File: config.mk
export PLATFORM = sky130hd
export DESIGN_NAME = seg_out
export DESIGN_NICKNAME = d
export VERILOG_FILES = /design/src/verilog/igr_seg_pkg.sv /design/src/verilog/seg_out.sv
export SDC_FILE = /design/constraint.sdc
export NUM_CORES = 2
export LEC_CHECK = 0
export ABC_AREA = 0
export BUFFER_PORTS_ARGS = -buffer_cell sky130_fd_sc_hd__buf_4
export CAP_MARGIN = 0
export CORE_AREA = 3 3 700 702
export CTS_CLUSTER_SIZE = 28
export DETAILED_ROUTE_END_ITERATION = 10
export DIE_AREA = 0 0 703 705
export SYNTH_ARGS = -nofsm -noshare
export SYNTH_HDL_FRONTEND = slang
export SYNTH_SLANG_ARGS = --single-unit
File: constraint.sdc
create_clock -name cclk -period 59 [get_ports cclk]
set_clock_uncertainty 0.05 [all_clocks]
set_input_delay 2.95 -clock cclk [delete_from_list [all_inputs] [get_ports cclk]]
set_output_delay 2.95 -clock cclk [all_outputs]
set_load 0.01 [all_outputs]
File: src/verilog/igr_seg_pkg.sv
// shared types and constants for the ingress segment builder, imported by every RTL block
package igr_seg_pkg;

  // one 64-bit data word with its 8-bit check byte in the upper bits
  typedef logic [71:0] data72_t;

  // port timestamp carried with the start of packet
  typedef logic [15:0] seg_ts_t;

  // lane source select, 0 to 7 pick an input lane and 8 picks the pad word
  typedef logic [3:0] lane_sel_t;

  // one select per segment lane
  typedef lane_sel_t [0:7] seg_sel_t;

  // number of valid words in a beat, 0 means idle
  typedef logic [3:0] beat_cnt_t;

  // per-segment metadata handed to the packet buffer
  typedef struct packed {
    logic       sop;
    logic       eop;
    logic [2:0] eop_pos;  // last valid lane when eop is set
    logic [1:0] error;
    logic [2:0] tc;
    logic       partial;  // eop left padded lanes behind it
  } seg_md_t;

  typedef struct packed {
    seg_md_t md;
    seg_ts_t ts;
  } seg_ts_md_t;

  // unused lanes are filled with zero data and check byte 6
  localparam data72_t pad_word = {8'h06, 64'h0};

  // packet tracking in the controller
  typedef enum logic [1:0] {
    st_idle,
    st_fill,
    st_drain
  } fill_state_t;

endpackage

File: src/verilog/seg_out.sv
// output stage, registers finished segments in bank order with one pending slot
`timescale 1ns/10ps

module seg_out (
  input  logic                       cclk,
  input  logic                       rst,
  input  logic [1:0]                 i_done,
  input  igr_seg_pkg::data72_t [0:7] i_seg0_data,
  input  igr_seg_pkg::data72_t [0:7] i_seg1_data,
  input  igr_seg_pkg::seg_ts_md_t    i_seg0_ts_md,
  input  igr_seg_pkg::seg_ts_md_t    i_seg1_ts_md,
  output logic                       o_seg_valid,
  output igr_seg_pkg::data72_t [0:7] o_seg_data,
  output igr_seg_pkg::seg_ts_md_t    o_seg_ts_md
);
  import igr_seg_pkg::*;

  data72_t [0:7] pend_data;
  seg_ts_md_t    pend_ts_md;
  logic          pend_v;
  logic          last_bank;
  logic          first_bank;

  // completions alternate between banks, so the older of two is the one
  // after the bank emitted last
  assign first_bank = !last_bank;

  always_ff @(posedge cclk) begin
    if (rst) begin
      o_seg_valid <= 1'b0;
      pend_v      <= 1'b0;
      // bank 0 completes first after reset
      last_bank   <= 1'b1;
    end else begin
      o_seg_valid <= pend_v || (i_done != 2'b00);
      pend_v      <= &i_done;
      // on a pair the pending bank ends up last, which is the current value
      if (!pend_v && (i_done[0] ^ i_done[1])) begin
        last_bank <= i_done[1];
      end
    end
  end

  // the bank may refill right after completion, copy both banks at once
  always_ff @(posedge cclk) begin
    if (pend_v) begin
      o_seg_data  <= pend_data;
      o_seg_ts_md <= pend_ts_md;
    end else if (&i_done) begin
      o_seg_data  <= first_bank ? i_seg1_data : i_seg0_data;
      o_seg_ts_md <= first_bank ? i_seg1_ts_md : i_seg0_ts_md;
      pend_data   <= first_bank ? i_seg0_data : i_seg1_data;
      pend_ts_md  <= first_bank ? i_seg0_ts_md : i_seg1_ts_md;
    end else if (i_done[1]) begin
      o_seg_data  <= i_seg1_data;
      o_seg_ts_md <= i_seg1_ts_md;
    end else if (i_done[0]) begin
      o_seg_data  <= i_seg0_data;
      o_seg_ts_md <= i_seg0_ts_md;
    end
  end

  // relies on the idle beat after eop upstream, nothing can finish while a pair drains
  a_pend_free: assert property (@(posedge cclk) disable iff (rst)
    pend_v |-> (i_done == 2'b00))
    else $error("segment completed while the pending slot was busy");

endmodule

# Word-level counts from Yosys, hierarchy flattened
# Index checks and enable logic that the tools add are counted.
classes:
  muxes: 12
  reduce_logical: 7
  bitwise: 2
op_table:
  columns: ["operator", "count"]
  rows:
  - ["$mux 576", 6]
  - ["$mux 27", 6]
  - ["$reduce_bool 4->1", 1]
  - ["$reduce_and 3->1", 1]
  - ["$reduce_and 2->1", 1]
  - ["$reduce_bool 2->1", 1]
  - ["$logic_and 1x1->1", 1]
  - ["$logic_not 1->1", 1]
  - ["$logic_or 1x1->1", 1]
  - ["$not 1->1", 1]
  - ["$xor 1x1->1", 1]
totals:
  output_inout_bits: 604
  reg_bits: 1209
  word_cells: 54
  in_bits: 1210

# Depth between registers and ports, before layout
logic_depth:
  depth_word: 4
  ltp_mapped: 7
  ltp_nobuf: 4

# Worst setup path after synthesis
# OpenSTA, ideal clock, no wires.
synth_timing:
  kind: "input to register"
  startpoint: "input port i_done[0]"
  endpoint: "register pend_data[0] (netlist name), enable pin"
  path_buffers: 0
  t_required_ns: 56.640
  t_arrival_ns: 43.424
  setup_slack_ns: 13.216
  stages: 2
  setup_time_ns: 2.310
  cell_sequence: "inv_1 nor3_1"
synth_between:
  elab_chain_len: 1
synth_lines:
  columns: ["element", "line_no", "source"]
  rows:
  - ["from (decl)", "seg_out.sv:7", "input logic [1:0] i_done,"]
  - ["$reduce_and 3->1 (no line)", null, null]
  - ["to (signal assigned)", "seg_out.sv:52", "pend_data <= first_bank ? i_seg0_data : i_seg1_data;"]
  - ["to (decl)", "seg_out.sv:18", "data72_t [0:7] pend_data;"]
# Every way passes these cells.
# A chain may end at the register's enable or synchronous reset.

# Worst setup path in the final report
layout_timing:
  startpoint: "input port i_done[1]"
  endpoint: "register o_seg_data[137] (netlist name), data pin"
layout_between:
  elab_chain_len: 3
  word_cells_on_any_way: 4
  classes_between: "3 x mux; 1 x reduce/logical"
layout_lines:
  columns: ["element", "line_no", "source"]
  rows:
  - ["$mux 576 / $reduce_and 2->1 (equally long branches)", "seg_out.sv:54, seg_out.sv:49", null]
  - ["$mux 576 *", "seg_out.sv:49", "end else if (&i_done) begin"]
  - ["$mux 576 *", "seg_out.sv:46", "if (pend_v) begin"]
  - ["to (signal assigned)", "seg_out.sv:47", "o_seg_data <= pend_data;"]
  - ["to (signal assigned)", "seg_out.sv:50", "o_seg_data <= first_bank ? i_seg1_data : i_seg0_data;"]
  - ["to (signal assigned)", "seg_out.sv:55", "o_seg_data <= i_seg1_data;"]
  - ["to (decl)", "seg_out.sv:13", "output igr_seg_pkg::data72_t [0:7] o_seg_data,"]
# Mark *: on every way between the ends. The rest lies on a longest branch, timed or not.

==> results.ini <==
[clock_tree]
clk_path_buf_depth = 4
cts.hold.buffers_added = 0
cts.repair.resized = 0
clk_pin_slew_ps = 60
numCtsBuffers = 154
htree_levels = 4
cts_tree = built
clk-insertion-delay-late_ps = 850
post-cts-setup-buffers = 0
cts-root-buf = clkbuf_16
cts_sinks = 1209

[setup_path]
crit_arrival_ps = 8110
crit_path_start_kind = input pin
path_max_fanout = 56
cp.required_ps = 59590
cp_cell_sequence = buf_4 > ha_1 > nand2b_4 > buf_4 > buf_4 > buf_4 > buf_4 > buf_4 > buf_4 > nand3_1 > a31oi_1
cpMostUsedCell = buf_4
critPathKind = in2reg
crit_path_top_delay_cell = buf_4
slowest_delay_ps = 690
r2r_slack_ps = 53560
end_kind = flip-flop

[finish]
drive_above_1_share = 0.4238
final_util = 0.1709
final_nets = 7508
layout.cells.non_filler = 12912
fin_area_mm2 = 0.08289
syn_to_final_growth_pct = 44.27

[timing]
fin_crit_ps = 7526
setup_ws_ps = 51470
fin_crit_sh = 0.1276
report.final.slew_viol_count = 0
tightestPinTransition_ps = 1110
setup_tns_ps = 0
hold_viol = 0
timing.fmax_ghz = 0.1329
finalSetupViolations = 0
slew_headroom = 0.2598
rsz0062_at_grt = no

[drt]
drc_errors = 0
vias = 50229
drtAntennaViolNets = 0
via_per_inst = 3.890
drt-initial-drc-count = 5805
routed_wl_mm = 422.1
firstDrtPassIters = 6
routedWlPerCell_um = 32.69

[global_route]
grt.total_usage = 0.1613
grt_pass1_wl_mm = 521.6
grt_max_degree = 159
first_global_vias = 47283
grt_overflow = 0
antenna_found_initial = 151

[power_and_ir_drop]
leakagePower_nw = 29.99
p_per_area_mw_per_mm2 = 30.55
peakVddDrop_v = 0.00001969

[synth]
netlist_top_cells_area = edfxtp_1, mux2_2, a31oi_1
yosysMostFrequentCell = edfxtp_1
yosysSeqAreaShare = 0.6313
synthFlopType = edfxtp_1
synthTopCellsByCount = edfxtp_1, nand3_1, nor2_1, a31oi_1, mux2_2
ys_warn_count = 0
syn_inst = 4710
synth_seq_cells = 1209
yosys.area.top_type_share = 0.6303
synth_cell_types = 22
synth_largest_area_cell = edfxtp_1
synth_edf_count = 1206
ys_async_sr_fraction = 0
avgSynthCellArea_um2 = 12.20
syn_area_mm2 = 0.05746
synth_fp_nets = 5923

[die]
core_area_mm2 = 0.4849
std_cell_rows = 256
io_pins = 1814
die_width_um = 703
dieArea_mm2 = 0.4956
die_h_um = 705
start_util = 0.1185

[place]
place_ws_ps = 50820
port_buffers = 1813
placed_area_mm2 = 0.07778
dp_hpwl_mm = 342.9
dp.cells = 12589
gp_congestion = 1.032

[min_path]
hold_class = reg2reg

[outcome]
outcome = complete, no violations

[flow_run]
drv_cap = 0

final cells by class:
class                           count  area, um2
Clock inverter                     94      998.5
Timing Repair Buffer             1898      14400
Tap cell                         6450       8070
Fill cell                       53826     402100
Multi-Input combinational cell   3028      19010
Clock buffer                      178       3986
Inverter                            4      22.52
Sequential cell                  1209      36280
Antenna cell                       51      127.6
power breakdown:
group	switching (W)	leakage [nW]	total, W	internal (W)
logic	0.000301	15.6	0.000485	0.000183
clock network	0.000412	2.43	0.000976	0.000564
registers	0.0000363	11.9	0.00107	0.00104
path summary, 6_finish.rpt:
kind                            cells past startpoint                     start                         to
worst min-delay path                                2  pend_data[179]$_DFFE_PP_  o_seg_data[179]$_DFFE_PP_
worst max-delay path                               11                 i_done[1]  o_seg_data[137]$_DFFE_PP_
worst max register to register                      7         pend_v$_SDFF_PP0_  o_seg_data[272]$_DFFE_PP_
worst min register to register                      2  pend_data[179]$_DFFE_PP_  o_seg_data[179]$_DFFE_PP_
logic make-up after synthesis:
logic type | synth area share
simple gates | 0.09259
buf+inv | 0.03865
fa+ha+maj | 0.0006534
compound gates | 0.1186
mux | 0.1182
flops | 0.6313
worst max-delay path, delay by kind of cell:
family,cells,cell delay (ps)
AOI/OAI and AO/OA,1,210
buffers and inverters,7,3670
and+or+nand+nor,2,580
adders and majority gates,1,320
cells in the final DEF (no fill, tap or decap), types with 2 or more instances in the layout:
master,netlist,final
dfxtp_1,3,2
buf_12,0,12
ha_1,3,3
inv_6,0,2
clkinv_1,1,42
clkbuf_1,133,22
nor2b_4,0,2
nand3_1,604,603
inv_1,3,3
clkinv_4,0,2
clkinv_2,0,19
o21ai_1,115,115
clkbuf_16,0,156
diode_2,0,51
nand2b_4,0,2
o21ai_0,488,488
nor2_1,604,604
clkinvlp_4,0,2
inv_8,0,2
bufinv_16,0,18
clkinv_8,0,7
a31oi_1,603,603
mux2_2,603,603
edfxtp_1,1206,1206
buf_4,11,1886
per-layer routing:
metal,up-vias,share of wire,GRT usage
li1,21376,-,-
met4,34,0.046,0.07090
met3,613,0.16,0.1033
met2,3013,0.43,0.2401
met1,25193,0.37,0.1801
met5,-,0.00054,0
through the flow:
step / hold WS, ps / total power [W]
after CTS: 522.9 / 0.002567
after global routing: 553.5 / 0.002626
final: 532.7 / 0.002532
after floorplan: 510.9 / 0.001294
after detailed placement: 524.5 / 0.001580
after global placement: 521.9 / 0.001578
flip-flops by register name (all words and copies together) (netlist names):
| signal | flops |
|---|---|
| pend_v | 1 |
| o_seg_valid | 1 |
| o_seg_data | 576 |
| o_seg_ts_md | 27 |
| last_bank | 1 |
| pend_ts_md | 27 |
| pend_data | 576 |
Note: power is estimated with default switching activity, not from simulation.
