**src/verilog/igr_seg_pkg.sv**
```systemverilog
// shared types and constants for the ingress segment builder, imported by every RTL block
package igr_seg_pkg;

  // one 64-bit data word with its 8-bit check byte in the upper bits
  typedef logic [71:0] data72_t;

  // port timestamp carried with the start of packet
  typedef logic [15:0] seg_ts_t;

  // lane source select, 0 to 7 pick an input lane and 8 picks the pad word
  typedef logic [3:0] lane_sel_t;

  // one select per segment lane
  typedef lane_sel_t [0:7] seg_sel_t;

  // number of valid words in a beat, 0 means idle
  typedef logic [3:0] beat_cnt_t;

  // per-segment metadata handed to the packet buffer
  typedef struct packed {
    logic       sop;
    logic       eop;
    logic [2:0] eop_pos;  // last valid lane when eop is set
    logic [1:0] error;
    logic [2:0] tc;
    logic       partial;  // eop left padded lanes behind it
  } seg_md_t;

  typedef struct packed {
    seg_md_t md;
    seg_ts_t ts;
  } seg_ts_md_t;

  // unused lanes are filled with zero data and check byte 6
  localparam data72_t pad_word = {8'h06, 64'h0};

  // packet tracking in the controller
  typedef enum logic [1:0] {
    st_idle,
    st_fill,
    st_drain
  } fill_state_t;

endpackage

```
**src/verilog/seg_wr_if.sv**
```systemverilog
// write controls from the packing controller to one segment bank, one instance per bank
`timescale 1ns/10ps

interface seg_wr_if;
  import igr_seg_pkg::*;

  // per-lane source select, only looked at where we is set
  seg_sel_t   sel;
  // per-lane load enable
  logic [7:0] we;
  // first word of a packet lands in this bank, capture the sop fields
  logic       sop_e;
  // the bank holds a finished segment after this edge
  logic       seg_e;
  // metadata of the beat, eop_pos already resolved for this bank
  seg_md_t    md;

  // the controller owns every field
  modport ctrl (
    output sel,
    output we,
    output sop_e,
    output seg_e,
    output md
  );

  modport bank (
    input sel,
    input we,
    input sop_e,
    input seg_e,
    input md
  );

endinterface

```
**src/verilog/shim_seg.sv**
```systemverilog
// one 64-byte segment bank, lane muxes and registers plus sop metadata capture
`timescale 1ns/10ps

module shim_seg (
  input  logic                       cclk,
  input  logic                       rst,
  input  igr_seg_pkg::data72_t [0:7] i_rx_data,
  input  igr_seg_pkg::seg_ts_t       i_rx_ts,
  seg_wr_if.bank                     i_wr,
  output igr_seg_pkg::data72_t [0:7] o_seg_data,
  output igr_seg_pkg::seg_ts_md_t    o_seg_ts_md
);
  import igr_seg_pkg::*;

  data72_t [0:7] seg_q;
  seg_ts_md_t    ts_md_q;

  // sop fields held until the segment that carries the sop completes
  logic          cap_sop;
  logic [1:0]    cap_err;
  logic [2:0]    cap_tc;
  seg_ts_t       cap_ts;

  assign o_seg_data  = seg_q;
  assign o_seg_ts_md = ts_md_q;

  // --------------------------------------------------------------------------
  // lane datapath
  // --------------------------------------------------------------------------

  for (genvar l = 0; l < 8; l++) begin : g_lane
    data72_t lane_d;

    // selects 0 to 7 take an input word, anything else is padding
    always_comb begin
      if (i_wr.sel[l] < 4'd8) begin
        lane_d = i_rx_data[i_wr.sel[l][2:0]];
      end else begin
        lane_d = pad_word;
      end
    end

    // the bank comes out of reset as an all-pad segment
    always_ff @(posedge cclk) begin
      if (rst) begin
        seg_q[l] <= pad_word;
      end else if (i_wr.we[l]) begin
        seg_q[l] <= lane_d;
      end
    end

    a_sel_legal: assert property (@(posedge cclk) disable iff (rst)
      i_wr.we[l] |-> (i_wr.sel[l] <= 4'd8))
      else $error("lane %0d written with select above 8", l);
  end

  // --------------------------------------------------------------------------
  // metadata
  // --------------------------------------------------------------------------

  // a packet may open in a bank that completes on a later beat, so the
  // start fields wait here, a completion on the same beat takes them direct
  always_ff @(posedge cclk) begin
    if (rst || i_wr.seg_e) begin
      cap_sop <= 1'b0;
      cap_err <= 2'b00;
      cap_tc  <= 3'd0;
      cap_ts  <= '0;
    end else if (i_wr.sop_e) begin
      cap_sop <= i_wr.md.sop;
      cap_err <= i_wr.md.error;
      cap_tc  <= i_wr.md.tc;
      cap_ts  <= i_rx_ts;
    end
  end

  // end fields come from the completing beat, errors of both beats accumulate
  always_ff @(posedge cclk) begin
    if (rst) begin
      ts_md_q <= '0;
    end else if (i_wr.seg_e) begin
      ts_md_q.md.sop     <= cap_sop ? cap_sop : i_wr.md.sop;
      ts_md_q.md.eop     <= i_wr.md.eop;
      ts_md_q.md.eop_pos <= i_wr.md.eop_pos;
      ts_md_q.md.error   <= cap_err | i_wr.md.error;
      ts_md_q.md.tc      <= cap_sop ? cap_tc : i_wr.md.tc;
      ts_md_q.md.partial <= i_wr.md.partial;
      ts_md_q.ts         <= cap_sop ? cap_ts : i_rx_ts;
    end
  end

endmodule

```
**src/flat_wrapper.sv**
```systemverilog
// flat-port wrapper written by rule: the top's interface ports become plain ports
module shim_seg_flat import igr_seg_pkg::*;
  (cclk, rst, i_rx_data, i_rx_ts, o_seg_data, o_seg_ts_md, i_wr_sel, i_wr_we, i_wr_sop_e, i_wr_seg_e, i_wr_md);
  seg_wr_if i_wr_i ();
  input  logic cclk;
  input  logic rst;
  input  igr_seg_pkg::data72_t [0:7] i_rx_data;
  input  igr_seg_pkg::seg_ts_t i_rx_ts;
  output igr_seg_pkg::data72_t [0:7] o_seg_data;
  output igr_seg_pkg::seg_ts_md_t o_seg_ts_md;
  input wire logic [$bits(i_wr_i.sel)-1:0] i_wr_sel;
  input wire logic [$bits(i_wr_i.we)-1:0] i_wr_we;
  input wire logic [$bits(i_wr_i.sop_e)-1:0] i_wr_sop_e;
  input wire logic [$bits(i_wr_i.seg_e)-1:0] i_wr_seg_e;
  input wire logic [$bits(i_wr_i.md)-1:0] i_wr_md;
  assign i_wr_i.sel = i_wr_sel;
  assign i_wr_i.we = i_wr_we;
  assign i_wr_i.sop_e = i_wr_sop_e;
  assign i_wr_i.seg_e = i_wr_seg_e;
  assign i_wr_i.md = i_wr_md;
  shim_seg u_core (.cclk(cclk), .rst(rst), .i_rx_data(i_rx_data), .i_rx_ts(i_rx_ts), .i_wr(i_wr_i), .o_seg_data(o_seg_data), .o_seg_ts_md(o_seg_ts_md));
endmodule
```
**config.mk**
```make
export PLATFORM = sky130hd
export DESIGN_NAME = shim_seg_flat
export DESIGN_NICKNAME = d
export VERILOG_FILES = /design/src/verilog/igr_seg_pkg.sv /design/src/verilog/seg_wr_if.sv /design/src/verilog/shim_seg.sv /design/src/flat_wrapper.sv
export SDC_FILE = /design/constraint.sdc
export NUM_CORES = 2
export LEC_CHECK = 0
export ABC_AREA = 0
export ABC_CLOCK_PERIOD_IN_PS = 1570
export BUFFER_PORTS_ARGS = -buffer_cell sky130_fd_sc_hd__buf_2
export CORE_AREA = 2 2 489 491
export DETAILED_ROUTE_END_ITERATION = 6
export DIE_AREA = 0 0 491 493
export PLACE_DENSITY_LB_ADDON = 0.3
export SETUP_SLACK_MARGIN = 0.1
export SLEW_MARGIN = 20
export SYNTH_ARGS = -nofsm -noshare
export SYNTH_HDL_FRONTEND = slang
export SYNTH_SLANG_ARGS = --single-unit
```
**constraint.sdc**
```tcl
create_clock -name cclk -period 1.57 [get_ports cclk]
set_input_delay 0.157 -clock cclk [delete_from_list [all_inputs] [get_ports cclk]]
set_output_delay 0.157 -clock cclk [all_outputs]
set_load 0.01 [all_outputs]
```
## Word level (Yosys, flattened, before mapping)

Cells that the tools add are included.
Widths: inputs -> output; s select.

| word-level totals | value |
|---|---|
| bits in registers | 625 |
| input bits | 647 |
| word-level logic and storage cells | 80 |
| output and inout port bits | 603 |

| operators by class | value |
|---|---|
| magnitude comparators | 16 |
| bitwise logic cells | 9 |
| mux-type cells | 35 |
| reduce and logical (&&, ||, !) cells | 1 |

Operator list:

| kind | count |
|---|---|
| $bmux 72 s3 | 8 |
| $mux 72 | 24 |
| $ge 4x4->1 const B | 8 |
| $lt 4x4->1 const B | 8 |
| $not 3->4 | 8 |
| $mux 16 | 1 |
| $mux 3 | 1 |
| $or 2x2->2 | 1 |
| $logic_or 1x1->1 | 1 |
| $mux 1 | 1 |

## Logic depth before layout (Yosys ltp)

| logic depth | value |
|---|---|
| word-level depth | 5 |
| gate-level depth with buffers | 8 |
| depth with buffers taken out | 4 |

## Least setup slack after synthesis

OpenSTA, ideal clock, no wires.

| timing path | value |
|---|---|
| path type | input to register |
| start | input i_wr_sel[4] |
| end | register u_core.seg_q, in the netlist u_core.o_seg_data[137] |
| setup time | 0.121 ns |
| setup slack | 0.191 ns |
| stages | 5 |
| buffers on the path | 2 |
| arrival | 1.258 ns |
| required time | 1.449 ns |
| cells stage by stage | buf_6 buf_6 mux4_2 a221oi_1 o21bai_1 |

| on the way | value |
|---|---|
| longest elaborated chain between the ends | 5 |
| elaborated cells between the ends (all ways) | 6 |
| those cells by class | order compare: 1; mux: 4; bitwise: 1 |

Ends and longest elaborated chain:

| what | RTL line | RTL |
|---|---|---|
| start, declared | flat_wrapper.sv:11 | `input wire logic [$bits(i_wr_i.sel)-1:0] i_wr_sel;` |
| $not 3->4 (not written as such) | shim_seg.sv:37 | `lane_d = i_rx_data[i_wr.sel[l][2:0]];` |
| $bmux 72 s3 | shim_seg.sv:37 |  |
| $mux 72 (not written as such) (2 in series) | shim_seg.sv:37 |  |
| $mux 72 (*) | shim_seg.sv:36 | `if (i_wr.sel[l] < 4'd8) begin` |
| end signal, assigned by index | shim_seg.sv:46 | `seg_q[l] <= pad_word;` |
| end signal, assigned by index | shim_seg.sv:48 | `seg_q[l] <= lane_d;` |
| end, declared | shim_seg.sv:15 | `data72_t [0:7] seg_q;` |

Every way passes the cells marked *; elsewhere a longest branch is shown, timed or not. The select of a mux whose other input is x is not followed.
A chain may end at the register's enable or synchronous reset.

## Final worst setup path

| timing path | value |
|---|---|
| start | input i_rx_data[154] (netlist name) |
| end | register u_core.seg_q, in the netlist u_core.o_seg_data[442] |

| on the way | value |
|---|---|
| longest elaborated chain between the ends | 4 |

Ends and longest elaborated chain:

| what | RTL line | RTL |
|---|---|---|
| start, declared | flat_wrapper.sv:7 | `input igr_seg_pkg::data72_t [0:7] i_rx_data;` |
| $bmux 72 s3 | shim_seg.sv:37 |  |
| $mux 72 (not written as such) (2 in series) | shim_seg.sv:37 |  |
| $mux 72 | shim_seg.sv:36 |  |

No other way between the ends. The select of a mux whose other input is x is not followed.

==> reports/metrics.yaml <==
run_status:
  status: "complete, no violations"
routing:
  vias: 65800
  wl_um: 397000
  drc_errors: 0
  dr.pass1.iters: 6
  vias_per_cell: 5.86
  ant_nets: 0
  routedWlPerCell_um: 35.4
  drtIter0Drc: 7427
grt:
  grt_usage: 0.312
  grt_start_max_net_pins: 73
  grt_pass1_wl_um: 539000
  grt_pass1_vias: 64100
  antenna_found_initial: 123
  grt_overflow_total: 0
synthesis:
  ys.flop_type: "dfxtp_1"
  synth_top_area_share: 0.196
  ys_warn_count: 0
  yosys-top-cells-area: "dfxtp_1, mux2i_1, mux4_2, nand2b_1, a22oi_2"
  async_flop_share: 0
  ys_seq_elements: 625
  yosysSeqAreaShare: 0.196
  netlist_area_mm2: 0.0638
  yosysTopAreaCell: "dfxtp_1"
  syn_area_per_cell_um2: 10.1
  synthDistinctLibCells: 26
  netlist_instances: 6303
  synth_edf_count: 0
  synth.net_count: 6950
critical_path:
  critPathTopFamily: "buffers and inverters"
  cp.required_ns: 2.26
  slowest_delay_ns: 0.67
  cp_common_cell: "dlygate4sd3_1"
  cp_num_buf_inv: 3
  critical_path_class: "primary input to flip-flop"
  critPathArrivalTime_ns: 2.22
  path_cells: "dlygate4sd3_1 -> buf_2 -> mux2i_1 -> dlygate4sd3_1 -> a22oi_2 -> nand3_1 -> a21oi_1"
  cp-end-kind: "flip-flop"
  cp_max_fo: 8
  worstSetupStartpointType: "primary input"
  slowest_stage: "dlygate4sd3_1"
clocking:
  numCtsBuffers: 91
  clockBufferDepth: 3
  h-tree-depth: 3
  cts_root_buf: "clkbuf_16"
  clk_pin_slew_ns: 0.06
  clk_latency_ns: 0.78
  cts_tree: "built"
  numClockSinks: 625
pwr:
  p_leak_nw: 35.2
  power_density_mw_per_mm2: 727
  ir_drop_uv: 813
timing:
  rsz0062_at_grt: "yes"
  slew_headroom: 0.505
  finalSetupTns_ns: 0
  finClkSkew_ns: 0.0375
  tightest_slew_ns: 0.743
  post-route-period-util: 0.973
  setup-violations-final: 0
  hold_viol_final: 0
  report.final.slew_viol_count: 0
  fmax_ghz: 0.655
  post-route-min-period_ns: 1.53
min_path:
  worstHoldPathType: "primary input to flip-flop"
run:
  max-cap-violations: 0
floorplanning:
  initial_core_util: 0.269
  dieArea_mm2: 0.242
  boundaryPins: 1250
  core-area_mm2: 0.237
  die_h_um: 493
  fp.dieW_um: 491
  rows: 179
placement:
  dpl_cell_area_mm2: 0.0759
  port_buffers: 1249
  dpl.hpwl_um: 295000
  place.gp.congestion: 0.954
  dp_cells: 10400
layout:
  drive_gt1_frac: 0.428
  layout_common_cells: "mux2i_1, nand2b_1, buf_2"
  fin_nets: 8560
  stdcell_area_mm2: 0.0876
  area_growth_pct: 37.2
  layout_commonest_cell: "mux2i_1"
  fin_cells: 11200
  fin_util: 0.370
logic make-up after synthesis:
logic type      synth area share
compound gates             0.155
buf+inv                   0.0925
flops                      0.196
mux                        0.395
simple gates               0.161
metrics by stage:
stage / total power, mW / hold WS (ns) / setup WS (ns)
after CTS: 63.2 / 0.00162 / 0.0419
after global routing: 65.4 / 0.0120 / 0.0366
final: 63.6 / 0.0148 / 0.0430
after global placement: 37.9 / 0.391 / -0.371
after detailed placement: 38.1 / 0.400 / -0.396
after floorplan: 29.7 / 0.304 / 0.191
area by class of cell:
| class | instances | area [um^2] |
|---|---|---|
| antenna | 71 | 178 |
| clock buffer | 118 | 2520 |
| clock inverter | 51 | 692 |
| fill | 24000 | 149000 |
| multi-input combinational | 4745 | 45600 |
| sequential | 625 | 13100 |
| tap | 3167 | 3960 |
| timing repair buffer | 2450 | 21500 |
where the power goes:
| group | switching [mW] | internal (mW) | total (mW) |
|---|---|---|---|
| Sequential | 0.765 | 16.7 | 17.5 |
| Combinational | 12.4 | 10.6 | 22.9 |
| Clock | 9.50 | 13.7 | 23.2 |
worst min-delay path: stages:
cell      delay (ns)
buf_6           0.16
buf_4           0.18
nand2b_1        0.06
nand3_1         0.10
a21oi_1         0.07
sequential cells by signal, summed over array words and instances (netlist names):
signal and cells:
u_core.o_seg_data 576, u_core.o_seg_ts_md 27, u_core.cap_ts 16, u_core.cap_tc 3, u_core.cap_err 2, u_core.cap_sop 1
per-layer routing:
metal  part of all wire  wire length (um)  track usage
met4              0.063             25200        0.171
met1               0.39            156000        0.392
met3               0.11             43900       0.0988
met5            0.00078               310            0
met2               0.43            172000        0.474
Yosys cell counts (73+ instances only):
library cell  number
a22oi_2          480
dfxtp_1          625
clkbuf_1         242
a22oi_1           80
buf_6            114
mux4_2           509
nand3_1          560
nand2b_1        1128
buf_1            152
mux2i_1         1182
buf_2            327
a21oi_1          560
nor2_1            73
path summary, 6_finish.rpt:
| check | slack (ns) | endpoint | cells past startpoint | from |
|---|---|---|---|---|
| max | 0.04 | u_core.o_seg_data[442] | 7 | i_rx_data[154] |
| min | 0.01 | u_core.o_seg_data[287] | 5 | i_wr_sel[13] |
| max reg2reg | 0.22 | u_core.cap_sop | 4 | u_core.cap_sop |
| min reg2reg | 0.47 | u_core.o_seg_data[568] | 2 | u_core.o_seg_data[568] |
repair_timing:
item,4_1_cts,5_1_grt
pin swaps,0,2
buffers inserted,9,23
gates resized for setup,831,134
endpoints found under the hold margin,494,4
setup endpoints to repair,395,98
gates cloned,0,3
hold buffers,526,3
Power figures use the tool's default switching activity.
