<file path="src/verilog/igr_seg_pkg.sv">
// shared types and constants for the ingress segment builder, imported by every RTL block
package igr_seg_pkg;

  // one 64-bit data word with its 8-bit check byte in the upper bits
  typedef logic [71:0] data72_t;

  // port timestamp carried with the start of packet
  typedef logic [15:0] seg_ts_t;

  // lane source select, 0 to 7 pick an input lane and 8 picks the pad word
  typedef logic [3:0] lane_sel_t;

  // one select per segment lane
  typedef lane_sel_t [0:7] seg_sel_t;

  // number of valid words in a beat, 0 means idle
  typedef logic [3:0] beat_cnt_t;

  // per-segment metadata handed to the packet buffer
  typedef struct packed {
    logic       sop;
    logic       eop;
    logic [2:0] eop_pos;  // last valid lane when eop is set
    logic [1:0] error;
    logic [2:0] tc;
    logic       partial;  // eop left padded lanes behind it
  } seg_md_t;

  typedef struct packed {
    seg_md_t md;
    seg_ts_t ts;
  } seg_ts_md_t;

  // unused lanes are filled with zero data and check byte 6
  localparam data72_t pad_word = {8'h06, 64'h0};

  // packet tracking in the controller
  typedef enum logic [1:0] {
    st_idle,
    st_fill,
    st_drain
  } fill_state_t;

endpackage

</file>
<file path="src/verilog/seg_wr_if.sv">
// write controls from the packing controller to one segment bank, one instance per bank
`timescale 1ns/10ps

interface seg_wr_if;
  import igr_seg_pkg::*;

  // per-lane source select, only looked at where we is set
  seg_sel_t   sel;
  // per-lane load enable
  logic [7:0] we;
  // first word of a packet lands in this bank, capture the sop fields
  logic       sop_e;
  // the bank holds a finished segment after this edge
  logic       seg_e;
  // metadata of the beat, eop_pos already resolved for this bank
  seg_md_t    md;

  // the controller owns every field
  modport ctrl (
    output sel,
    output we,
    output sop_e,
    output seg_e,
    output md
  );

  modport bank (
    input sel,
    input we,
    input sop_e,
    input seg_e,
    input md
  );

endinterface

</file>
<file path="src/verilog/seg_pack_ctrl.sv">
// packing controller, maps beat words onto the ping-pong banks and flags finished segments
`timescale 1ns/10ps

module seg_pack_ctrl (
  input  logic                  cclk,
  input  logic                  rst,
  input  igr_seg_pkg::beat_cnt_t i_rx_cnt,
  input  logic                  i_rx_sop,
  input  logic                  i_rx_eop,
  input  logic [1:0]            i_rx_err,
  input  logic [2:0]            i_rx_tc,
  seg_wr_if.ctrl                o_bank0,
  seg_wr_if.ctrl                o_bank1,
  output logic [1:0]            o_done
);
  import igr_seg_pkg::*;

  logic [2:0]  ptr;
  logic        act;
  fill_state_t state;

  logic        acc;
  logic        eop_beat;
  logic        spill;
  beat_cnt_t   eff_cnt;
  logic [4:0]  tot;

  seg_sel_t    cur_sel;
  seg_sel_t    nxt_sel;
  logic [7:0]  cur_we;
  logic [7:0]  nxt_we;
  logic        cur_seg_e;
  logic        nxt_seg_e;
  seg_md_t     cur_md;
  seg_md_t     nxt_md;

  // --------------------------------------------------------------------------
  // beat qualification
  // --------------------------------------------------------------------------

  // words outside a packet are dropped, a packet opens only with sop
  assign acc      = (i_rx_cnt != 4'd0) && ((state == st_fill) || i_rx_sop);
  assign eff_cnt  = acc ? i_rx_cnt : 4'd0;
  assign eop_beat = acc && i_rx_eop;

  // one past the last lane written, above 8 means the beat runs into the other bank
  assign tot   = {2'b00, ptr} + {1'b0, eff_cnt};
  assign spill = (tot > 5'd8);

  // the active bank closes when it fills up or the packet ends in it
  assign cur_seg_e = acc && (i_rx_eop || (tot >= 5'd8));
  // the other bank closes only when the packet ends inside the spill
  assign nxt_seg_e = eop_beat && spill;

  // --------------------------------------------------------------------------
  // lane mapping
  // --------------------------------------------------------------------------

  always_comb begin
    for (int l = 0; l < 8; l++) begin
      cur_sel[l] = 4'd8;
      nxt_sel[l] = 4'd8;
      cur_we[l]  = 1'b0;
      nxt_we[l]  = 1'b0;
      // word k of the beat goes to lane ptr+k of the active bank
      if ((5'(l) >= {2'b00, ptr}) && (5'(l) < tot)) begin
        cur_sel[l] = 4'(5'(l) - {2'b00, ptr});
        cur_we[l]  = 1'b1;
      end else if (eop_beat && (5'(l) >= tot)) begin
        // lanes after the last word are padded, select stays on the pad word
        cur_we[l]  = 1'b1;
      end
      // overflow continues from lane 0 of the other bank
      if ((5'(l) + 5'd8) < tot) begin
        nxt_sel[l] = 4'(5'(l) + 5'd8 - {2'b00, ptr});
        nxt_we[l]  = 1'b1;
      end else if (nxt_seg_e) begin
        nxt_we[l]  = 1'b1;
      end
    end
  end

  // --------------------------------------------------------------------------
  // metadata
  // --------------------------------------------------------------------------

  // on a spill the active bank is full and the end lands in the other bank
  always_comb begin
    cur_md.sop     = i_rx_sop;
    cur_md.eop     = eop_beat && !spill;
    cur_md.eop_pos = cur_md.eop ? 3'(tot - 5'd1) : 3'd7;
    cur_md.error   = i_rx_err;
    cur_md.tc      = i_rx_tc;
    cur_md.partial = cur_md.eop && (tot[2:0] != 3'd0);
    // sop always starts at lane 0 of the active bank so the spill never carries it
    nxt_md         = cur_md;
    nxt_md.sop     = 1'b0;
    nxt_md.eop     = 1'b1;
    // tot-1 also gives the last lane of the spill since the spill offset is 8
    nxt_md.eop_pos = 3'(tot - 5'd1);
    nxt_md.partial = (tot[2:0] != 3'd0);
  end

  // route the active and spill views onto the two physical banks
  assign o_bank0.sel   = act ? nxt_sel : cur_sel;
  assign o_bank0.we    = act ? nxt_we : cur_we;
  assign o_bank0.sop_e = !act && acc && i_rx_sop;
  assign o_bank0.seg_e = act ? nxt_seg_e : cur_seg_e;
  assign o_bank0.md    = act ? nxt_md : cur_md;

  assign o_bank1.sel   = act ? cur_sel : nxt_sel;
  assign o_bank1.we    = act ? cur_we : nxt_we;
  assign o_bank1.sop_e = act && acc && i_rx_sop;
  assign o_bank1.seg_e = act ? cur_seg_e : nxt_seg_e;
  assign o_bank1.md    = act ? cur_md : nxt_md;

  // --------------------------------------------------------------------------
  // fill pointer, active bank and packet state
  // --------------------------------------------------------------------------

  always_ff @(posedge cclk) begin
    if (rst) begin
      ptr    <= 3'd0;
      act    <= 1'b0;
      state  <= st_idle;
      o_done <= 2'b00;
    end else begin
      // the banks hold the finished segment one edge after seg_e
      o_done <= {o_bank1.seg_e, o_bank0.seg_e};
      if (acc) begin
        if (i_rx_eop) begin
          // a double completion closes both banks so the active one is fresh again
          ptr   <= 3'd0;
          act   <= spill ? act : !act;
          state <= st_drain;
        end else begin
          // low bits already hold the spill count once the bank is full
          ptr   <= tot[2:0];
          act   <= (tot >= 5'd8) ? !act : act;
          state <= st_fill;
        end
      end else if (state == st_drain) begin
        state <= st_idle;
      end
    end
  end

  a_cnt_range: assert property (@(posedge cclk) disable iff (rst)
    i_rx_cnt <= 4'd8)
    else $error("beat count above 8");

  // the idle beat lets a double completion leave seg_out before the next one
  a_eop_idle: assert property (@(posedge cclk) disable iff (rst)
    ((i_rx_cnt != 4'd0) && i_rx_eop) |=> (i_rx_cnt == 4'd0))
    else $error("eop beat not followed by an idle beat");

endmodule

</file>
<file path="src/flat_wrapper.sv">
// flat-port wrapper written by rule: the top's interface ports become plain ports
module seg_pack_ctrl_flat import igr_seg_pkg::*;
  (cclk, rst, i_rx_cnt, i_rx_sop, i_rx_eop, i_rx_err, i_rx_tc, o_done, o_bank0_sel, o_bank0_we, o_bank0_sop_e, o_bank0_seg_e, o_bank0_md, o_bank1_sel, o_bank1_we, o_bank1_sop_e, o_bank1_seg_e, o_bank1_md);
  seg_wr_if o_bank0_i ();
  seg_wr_if o_bank1_i ();
  input  logic cclk;
  input  logic rst;
  input  igr_seg_pkg::beat_cnt_t i_rx_cnt;
  input  logic i_rx_sop;
  input  logic i_rx_eop;
  input  logic [1:0] i_rx_err;
  input  logic [2:0] i_rx_tc;
  output logic [1:0] o_done;
  output wire logic [$bits(o_bank0_i.sel)-1:0] o_bank0_sel;
  output wire logic [$bits(o_bank0_i.we)-1:0] o_bank0_we;
  output wire logic [$bits(o_bank0_i.sop_e)-1:0] o_bank0_sop_e;
  output wire logic [$bits(o_bank0_i.seg_e)-1:0] o_bank0_seg_e;
  output wire logic [$bits(o_bank0_i.md)-1:0] o_bank0_md;
  output wire logic [$bits(o_bank1_i.sel)-1:0] o_bank1_sel;
  output wire logic [$bits(o_bank1_i.we)-1:0] o_bank1_we;
  output wire logic [$bits(o_bank1_i.sop_e)-1:0] o_bank1_sop_e;
  output wire logic [$bits(o_bank1_i.seg_e)-1:0] o_bank1_seg_e;
  output wire logic [$bits(o_bank1_i.md)-1:0] o_bank1_md;
  assign o_bank0_sel = o_bank0_i.sel;
  assign o_bank0_we = o_bank0_i.we;
  assign o_bank0_sop_e = o_bank0_i.sop_e;
  assign o_bank0_seg_e = o_bank0_i.seg_e;
  assign o_bank0_md = o_bank0_i.md;
  assign o_bank1_sel = o_bank1_i.sel;
  assign o_bank1_we = o_bank1_i.we;
  assign o_bank1_sop_e = o_bank1_i.sop_e;
  assign o_bank1_seg_e = o_bank1_i.seg_e;
  assign o_bank1_md = o_bank1_i.md;
  seg_pack_ctrl u_core (.cclk(cclk), .rst(rst), .i_rx_cnt(i_rx_cnt), .i_rx_sop(i_rx_sop), .i_rx_eop(i_rx_eop), .i_rx_err(i_rx_err), .i_rx_tc(i_rx_tc), .o_bank0(o_bank0_i), .o_bank1(o_bank1_i), .o_done(o_done));
endmodule
</file>
<file path="config.mk">
export PLATFORM = sky130hd
export DESIGN_NAME = seg_pack_ctrl_flat
export DESIGN_NICKNAME = d
export VERILOG_FILES = /design/src/verilog/igr_seg_pkg.sv /design/src/verilog/seg_wr_if.sv /design/src/verilog/seg_pack_ctrl.sv /design/src/flat_wrapper.sv
export SDC_FILE = /design/constraint.sdc
export NUM_CORES = 1
export LEC_CHECK = 0
export BUFFER_PORTS_ARGS = -buffer_cell sky130_fd_sc_hd__buf_2
export CORE_ASPECT_RATIO = 1.5
export CORE_MARGIN = 2
export CORE_UTILIZATION = 51
export DETAILED_ROUTE_END_ITERATION = 7
export PLACE_DENSITY = 0.95
export SLEW_MARGIN = 10
export SYNTH_ARGS = -nofsm -noshare
export SYNTH_HDL_FRONTEND = slang
export SYNTH_SLANG_ARGS = --single-unit
</file>
<file path="constraint.sdc">
create_clock -name cclk -period 7.6 [get_ports cclk]
set_input_delay 0.76 -clock cclk [delete_from_list [all_inputs] [get_ports cclk]]
set_output_delay 0.76 -clock cclk [all_outputs]
set_load 0.01 [all_outputs]
</file>
### Word level (Yosys, flattened, before mapping)

Index checks and enable logic that the tools add are counted.

* $add $sub $neg: 18
* $lt $le $gt $ge: 33
* equality and inequality tests: 3
* multiplexer cells: 58
* reductions and logical operators: 34

Operators by type and width (number)
* $mux 4: 17
* $mux 32: 2
* $lt 4x5->1 const A: 8
* $sub 4x3->4 const A: 8
* $mux 1: 30
* $logic_and 1x1->1: 25
* $mux 11: 2
* $ge 3x5->1 const A: 4
* $lt 3x5->1 const A: 4
* $mux 8: 2
* $sub 3x3->4 const A: 4
* $ge 1x5->1 const A: 2
* $ge 2x5->1 const A: 2
* $lt 1x5->1 const A: 2
* $lt 2x5->1 const A: 2
* $ge 3x3->1 const A: 3
* $sub 1x3->4 const A: 2
* $sub 2x3->4 const A: 2
* $ge 1x3->1 const A: 2
* $ge 2x3->1 const A: 2
* $mux 2: 3
* $mux 3: 2
* $add 3x4->5: 1
* $ge 5x4->1 const B: 1
* 11 further kinds: 14

* register bits after elaboration: 8
* input port bits: 13
* logic and storage cells: 150

### Longest topological paths before layout

* depth after elaboration: 10
* depth in mapped cells: 14

### Worst setup path after synthesis

No wires, ideal clock.

* kind: input port to output port
* start: input i_rx_sop
* end: output o_bank1_sel[20]
* data arrival time: 3.136 ns
* data required time: 6.840 ns
* path slack: 3.704 ns
* stages: 11
* buffers on the path: 2
* cell sequence: buf_2 -> nor2_1 -> nor2b_1 -> ha_1 -> fa_1 -> buf_2 -> nand2_1 -> a31oi_1 -> a2bb2oi_1 -> mux2_2 -> and2_1

* cells in the longest elaborated chain, start to end: 8
* elaborated cells on any way between the ends: 10

Ends and longest elaborated chain
* start, declared: line flat_wrapper.sv:9 `input logic i_rx_sop;`
* $logic_or 1x1->1 *: line seg_pack_ctrl.sv:42 `assign acc = (i_rx_cnt != 4'd0) && ((state == st_fill) || i_rx_sop);`
* $logic_and 1x1->1 *: line seg_pack_ctrl.sv:42
* $mux 4 *: line seg_pack_ctrl.sv:43 `assign eff_cnt = acc ? i_rx_cnt : 4'd0;`
* $add 3x4->5 *: line seg_pack_ctrl.sv:47 `assign tot = {2'b00, ptr} + {1'b0, eff_cnt};`
* $lt 2x5->1: line seg_pack_ctrl.sv:66 `if ((5'(l) >= {2'b00, ptr}) && (5'(l) < tot)) begin`
* $logic_and 1x1->1: line seg_pack_ctrl.sv:66
* $mux 4: line seg_pack_ctrl.sv:66
* $mux 32 *: line seg_pack_ctrl.sv:111 `assign o_bank1.sel = act ? cur_sel : nxt_sel;`
* end, declared: line flat_wrapper.sv:19 `output wire logic [$bits(o_bank1_i.sel)-1:0] o_bank1_sel;`

Mark *: on every way between the ends. The rest lies on a longest branch, timed or not.

### Worst setup path in the final report

* start: register u_core.state[0]
* end: output o_bank1_sel[14]

* cells in the longest elaborated chain, start to end: 9
* elaborated cells on any way between the ends: 11

Ends and longest elaborated chain
* start, declared: line seg_pack_ctrl.sv:20 `fill_state_t state;`
* start signal, assigned: line seg_pack_ctrl.sv:125 `state <= st_idle;`
* start signal, assigned: line seg_pack_ctrl.sv:135 `state <= st_drain;`
* start signal, assigned: line seg_pack_ctrl.sv:140 `state <= st_fill;`
* $eq 2x1->1 *: line seg_pack_ctrl.sv:42
* $logic_or 1x1->1 *: line seg_pack_ctrl.sv:42
* $logic_and 1x1->1 *: line seg_pack_ctrl.sv:42
* $mux 4 *: line seg_pack_ctrl.sv:43
* $add 3x4->5 *: line seg_pack_ctrl.sv:47
* $lt 3x5->1: line seg_pack_ctrl.sv:66
* $logic_and 1x1->1: line seg_pack_ctrl.sv:66
* $mux 4: line seg_pack_ctrl.sv:66
* $mux 32 *: line seg_pack_ctrl.sv:111

Marks and branches as above.

==> out/metrics.cfg <==
[routing]
first_iter_violations=147
vias=2878
drtAntennaViolNets=0
drc=0
wl_per_cell_um=15.4
routed_wl_um=7430
first_pass_iters=7
viasPerCell=5.95

[critical_path]
r2r_setup_slack_ps=3600
r2r_cells=10
r2r_end=u_core.act
r2r-start=u_core.state[0]
crit_path_start_kind=flip-flop
arrival_ps=4160
cp_data_required_time_ps=6840
critPathCaptureType=output port
worstPathMaxFanout=21
critical_path_class=flip-flop to output port

[yosys]
synth_top_area_share_pct=9.84
synth_common_cells=52 x nor2_1, 31 x a21oi_1, 30 x nand2_1, 19 x ha_1
syn_nets=380
synth_area_leader_cell=ha_1
yosysMostFrequentCell=nor2_1
async_flop_share_pct=0
synth_cells=347
netlist_area_sq_um=2410
synth-main-ff-cell=dfxtp_1
synth_edf_count=0
synth_seq_cells=8
yosysWarningCount=0
synth_area_leaders=ha_1 9.8%, nor2_1 8.1%, dfxtp_1 6.6%
ys_seq_area_share_pct=6.63
synth_cell_types=60
avgSynthCellArea_sq_um=6.96

[placement]
portBuffers=105
placed_cell_area_sq_um=2810
gp_congestion=0.957
dpl.cell_count=481
detailed_place_hpwl_um=5730

[cts]
cts_buffers=3
cts.sinks=8
h-tree-depth=1
cts_setup_buffers=0
tritoncts=built
clk_path_buf_depth=2
cts_root_buf=clkbuf_8
clkLatencyLatePin_ps=230
hold_buffers=0
clk_pin_slew_ps=40
cts_resized=0

[global_routing]
grt_pass1_vias=2443
grt_overflow=0
grt_antenna_before_repair=0
track_usage_pct=26.9
grt_pass1_wl_um=11300
grt_max_degree=54

[pwr]
seqPwrFrac_pct=11.8
p_switching_uw=223
powerDensity_nw_per_um2=149
power_frac_clock_pct=11.9
peakVddDrop_mv=0.154
p_comb_share_pct=76.3
switching_share_pct=52.3
leakagePower_uw=0.00142
internal_power_uw=203

[finish]
fillers=421
fin_util_pct=62.8
finalInstanceArea_sq_um=2850
drive_gt1_share_pct=34.0
area_delta_synth_final_pct=18.1
stdcell_count=484
antenna_cells=0
layout.nets=455

[die]
die_h_um=88.3
initial_core_util_pct=53.2
pin_count=121
die_area_sq_um=5310
row_count=30
core_region_area_sq_um=4540
die_w_um=60.2

[sta]
fmax_mhz=203
slew_headroom_pct=35.7
tns_ps=0
min_period_over_period_pct=64.8
rsz0062_at_grt=false
tightest_slew_ps=964
drv_slew=0
finalClockSkew_ps=1.29
finalHoldViolations=0
period_needed_ps=4920
setup_viol=0

[flow_run]
cap_viol_max_count=0

[hold_path]
holdPathStages=2
min_to=u_core.state[1]
min_from=u_core.state[1]
hp-class=flip-flop to flip-flop

[run_status]
status=finished clean

flip-flops by register name (all words and copies together), names as in the netlist:
signal,cells
u_core.o_done,2
u_core.ptr,3
u_core.act,1
u_core.state,2
routing by layer:
metal	global-route usage, %	vias to the layer above	share of wire [%]
li1	-	1373	-
met1	29.9	1323	37
met2	50.2	151	53
met3	2.49	31	7.0
met4	11.3	0	3.2
met5	0	-	0
power by group through the flow:
stage	logic [uW]	registers [uW]	clock network (uW)
final	325	50.4	50.4
after global routing	352	50.9	53.7
after CTS	322	50.2	50.7
after detailed placement	320	51.0	0
after global placement	312	50.7	0
after floorplan	232	48.6	0
worst max-delay path, cell delays in order (launching register included):
cell       delay [ps]
dfxtp_1           340
nor2b_1           690
nor2_1            170
nor2b_1           170
ha_1              210
fa_1              540
a21o_4            240
a2bb2oi_2         730
nor2_1            190
a211oi_1          340
and2_1            180
buf_2             130
cell usage in the layout (no fill, tap or decap), drive strengths merged, types with 4 or more instances in the layout:
cell       n
a211oi     9
a21o       5
a21oi     33
a2bb2oi    5
a31oi     11
and2      16
buf      107
dfxtp      8
ha        19
inv       15
mux2       6
mux2i      6
nand2     31
nand3      7
nor2      54
nor2b      9
nor3      16
o211ai     4
o21ai     21
xnor2      4
through the flow:
| stage | worst slack [ps] | power, uW | hold WS, ps |
|---|---|---|---|
| after global placement | 3180 | 363 | 456 |
| final | 2680 | 426 | 478 |
| after floorplan | 3700 | 280 | 448 |
| after global routing | 2370 | 456 | 505 |
| after detailed placement | 2960 | 371 | 471 |
| after CTS | 2720 | 423 | 475 |
area by class of cell:
class	count	area, sq um	area share (%)
clock buffer	3	41.3	1.45
inverter	15	56.3	1.97
tap	64	80.1	2.81
multi-input combinational	287	1970	69.2
sequential	8	161	5.66
timing repair buffer	107	541	18.9
cells by family after synthesis:
family                   Yosys count  synth area share (%)
AO/OA/AOI/OAI                    109                  33.8
XOR/XNOR                           5                  4.15
adder cells (fa/ha/maj)           20                  10.7
buffers and inverters             52                  11.7
flip-flops                         8                  6.63
multiplexers                      12                  5.28
AND/OR/NAND/NOR                  141                  27.8
worst max path at each step:
stage | from | end | slack, ps | cells past startpoint
after floorplan | i_rx_sop | o_bank1_sel[20] | 3700 | 11
after global placement | i_rx_sop | o_bank1_sel[17] | 3180 | 9
after global routing | u_core.state[0] | o_bank0_sel[12] | 2370 | 11
after detailed placement | u_core.state[0] | o_bank1_sel[14] | 2960 | 11
after CTS | u_core.state[0] | o_bank1_sel[14] | 2720 | 11
final | u_core.state[0] | o_bank1_sel[14] | 2680 | 11
Power figures use the tool's default switching activity.
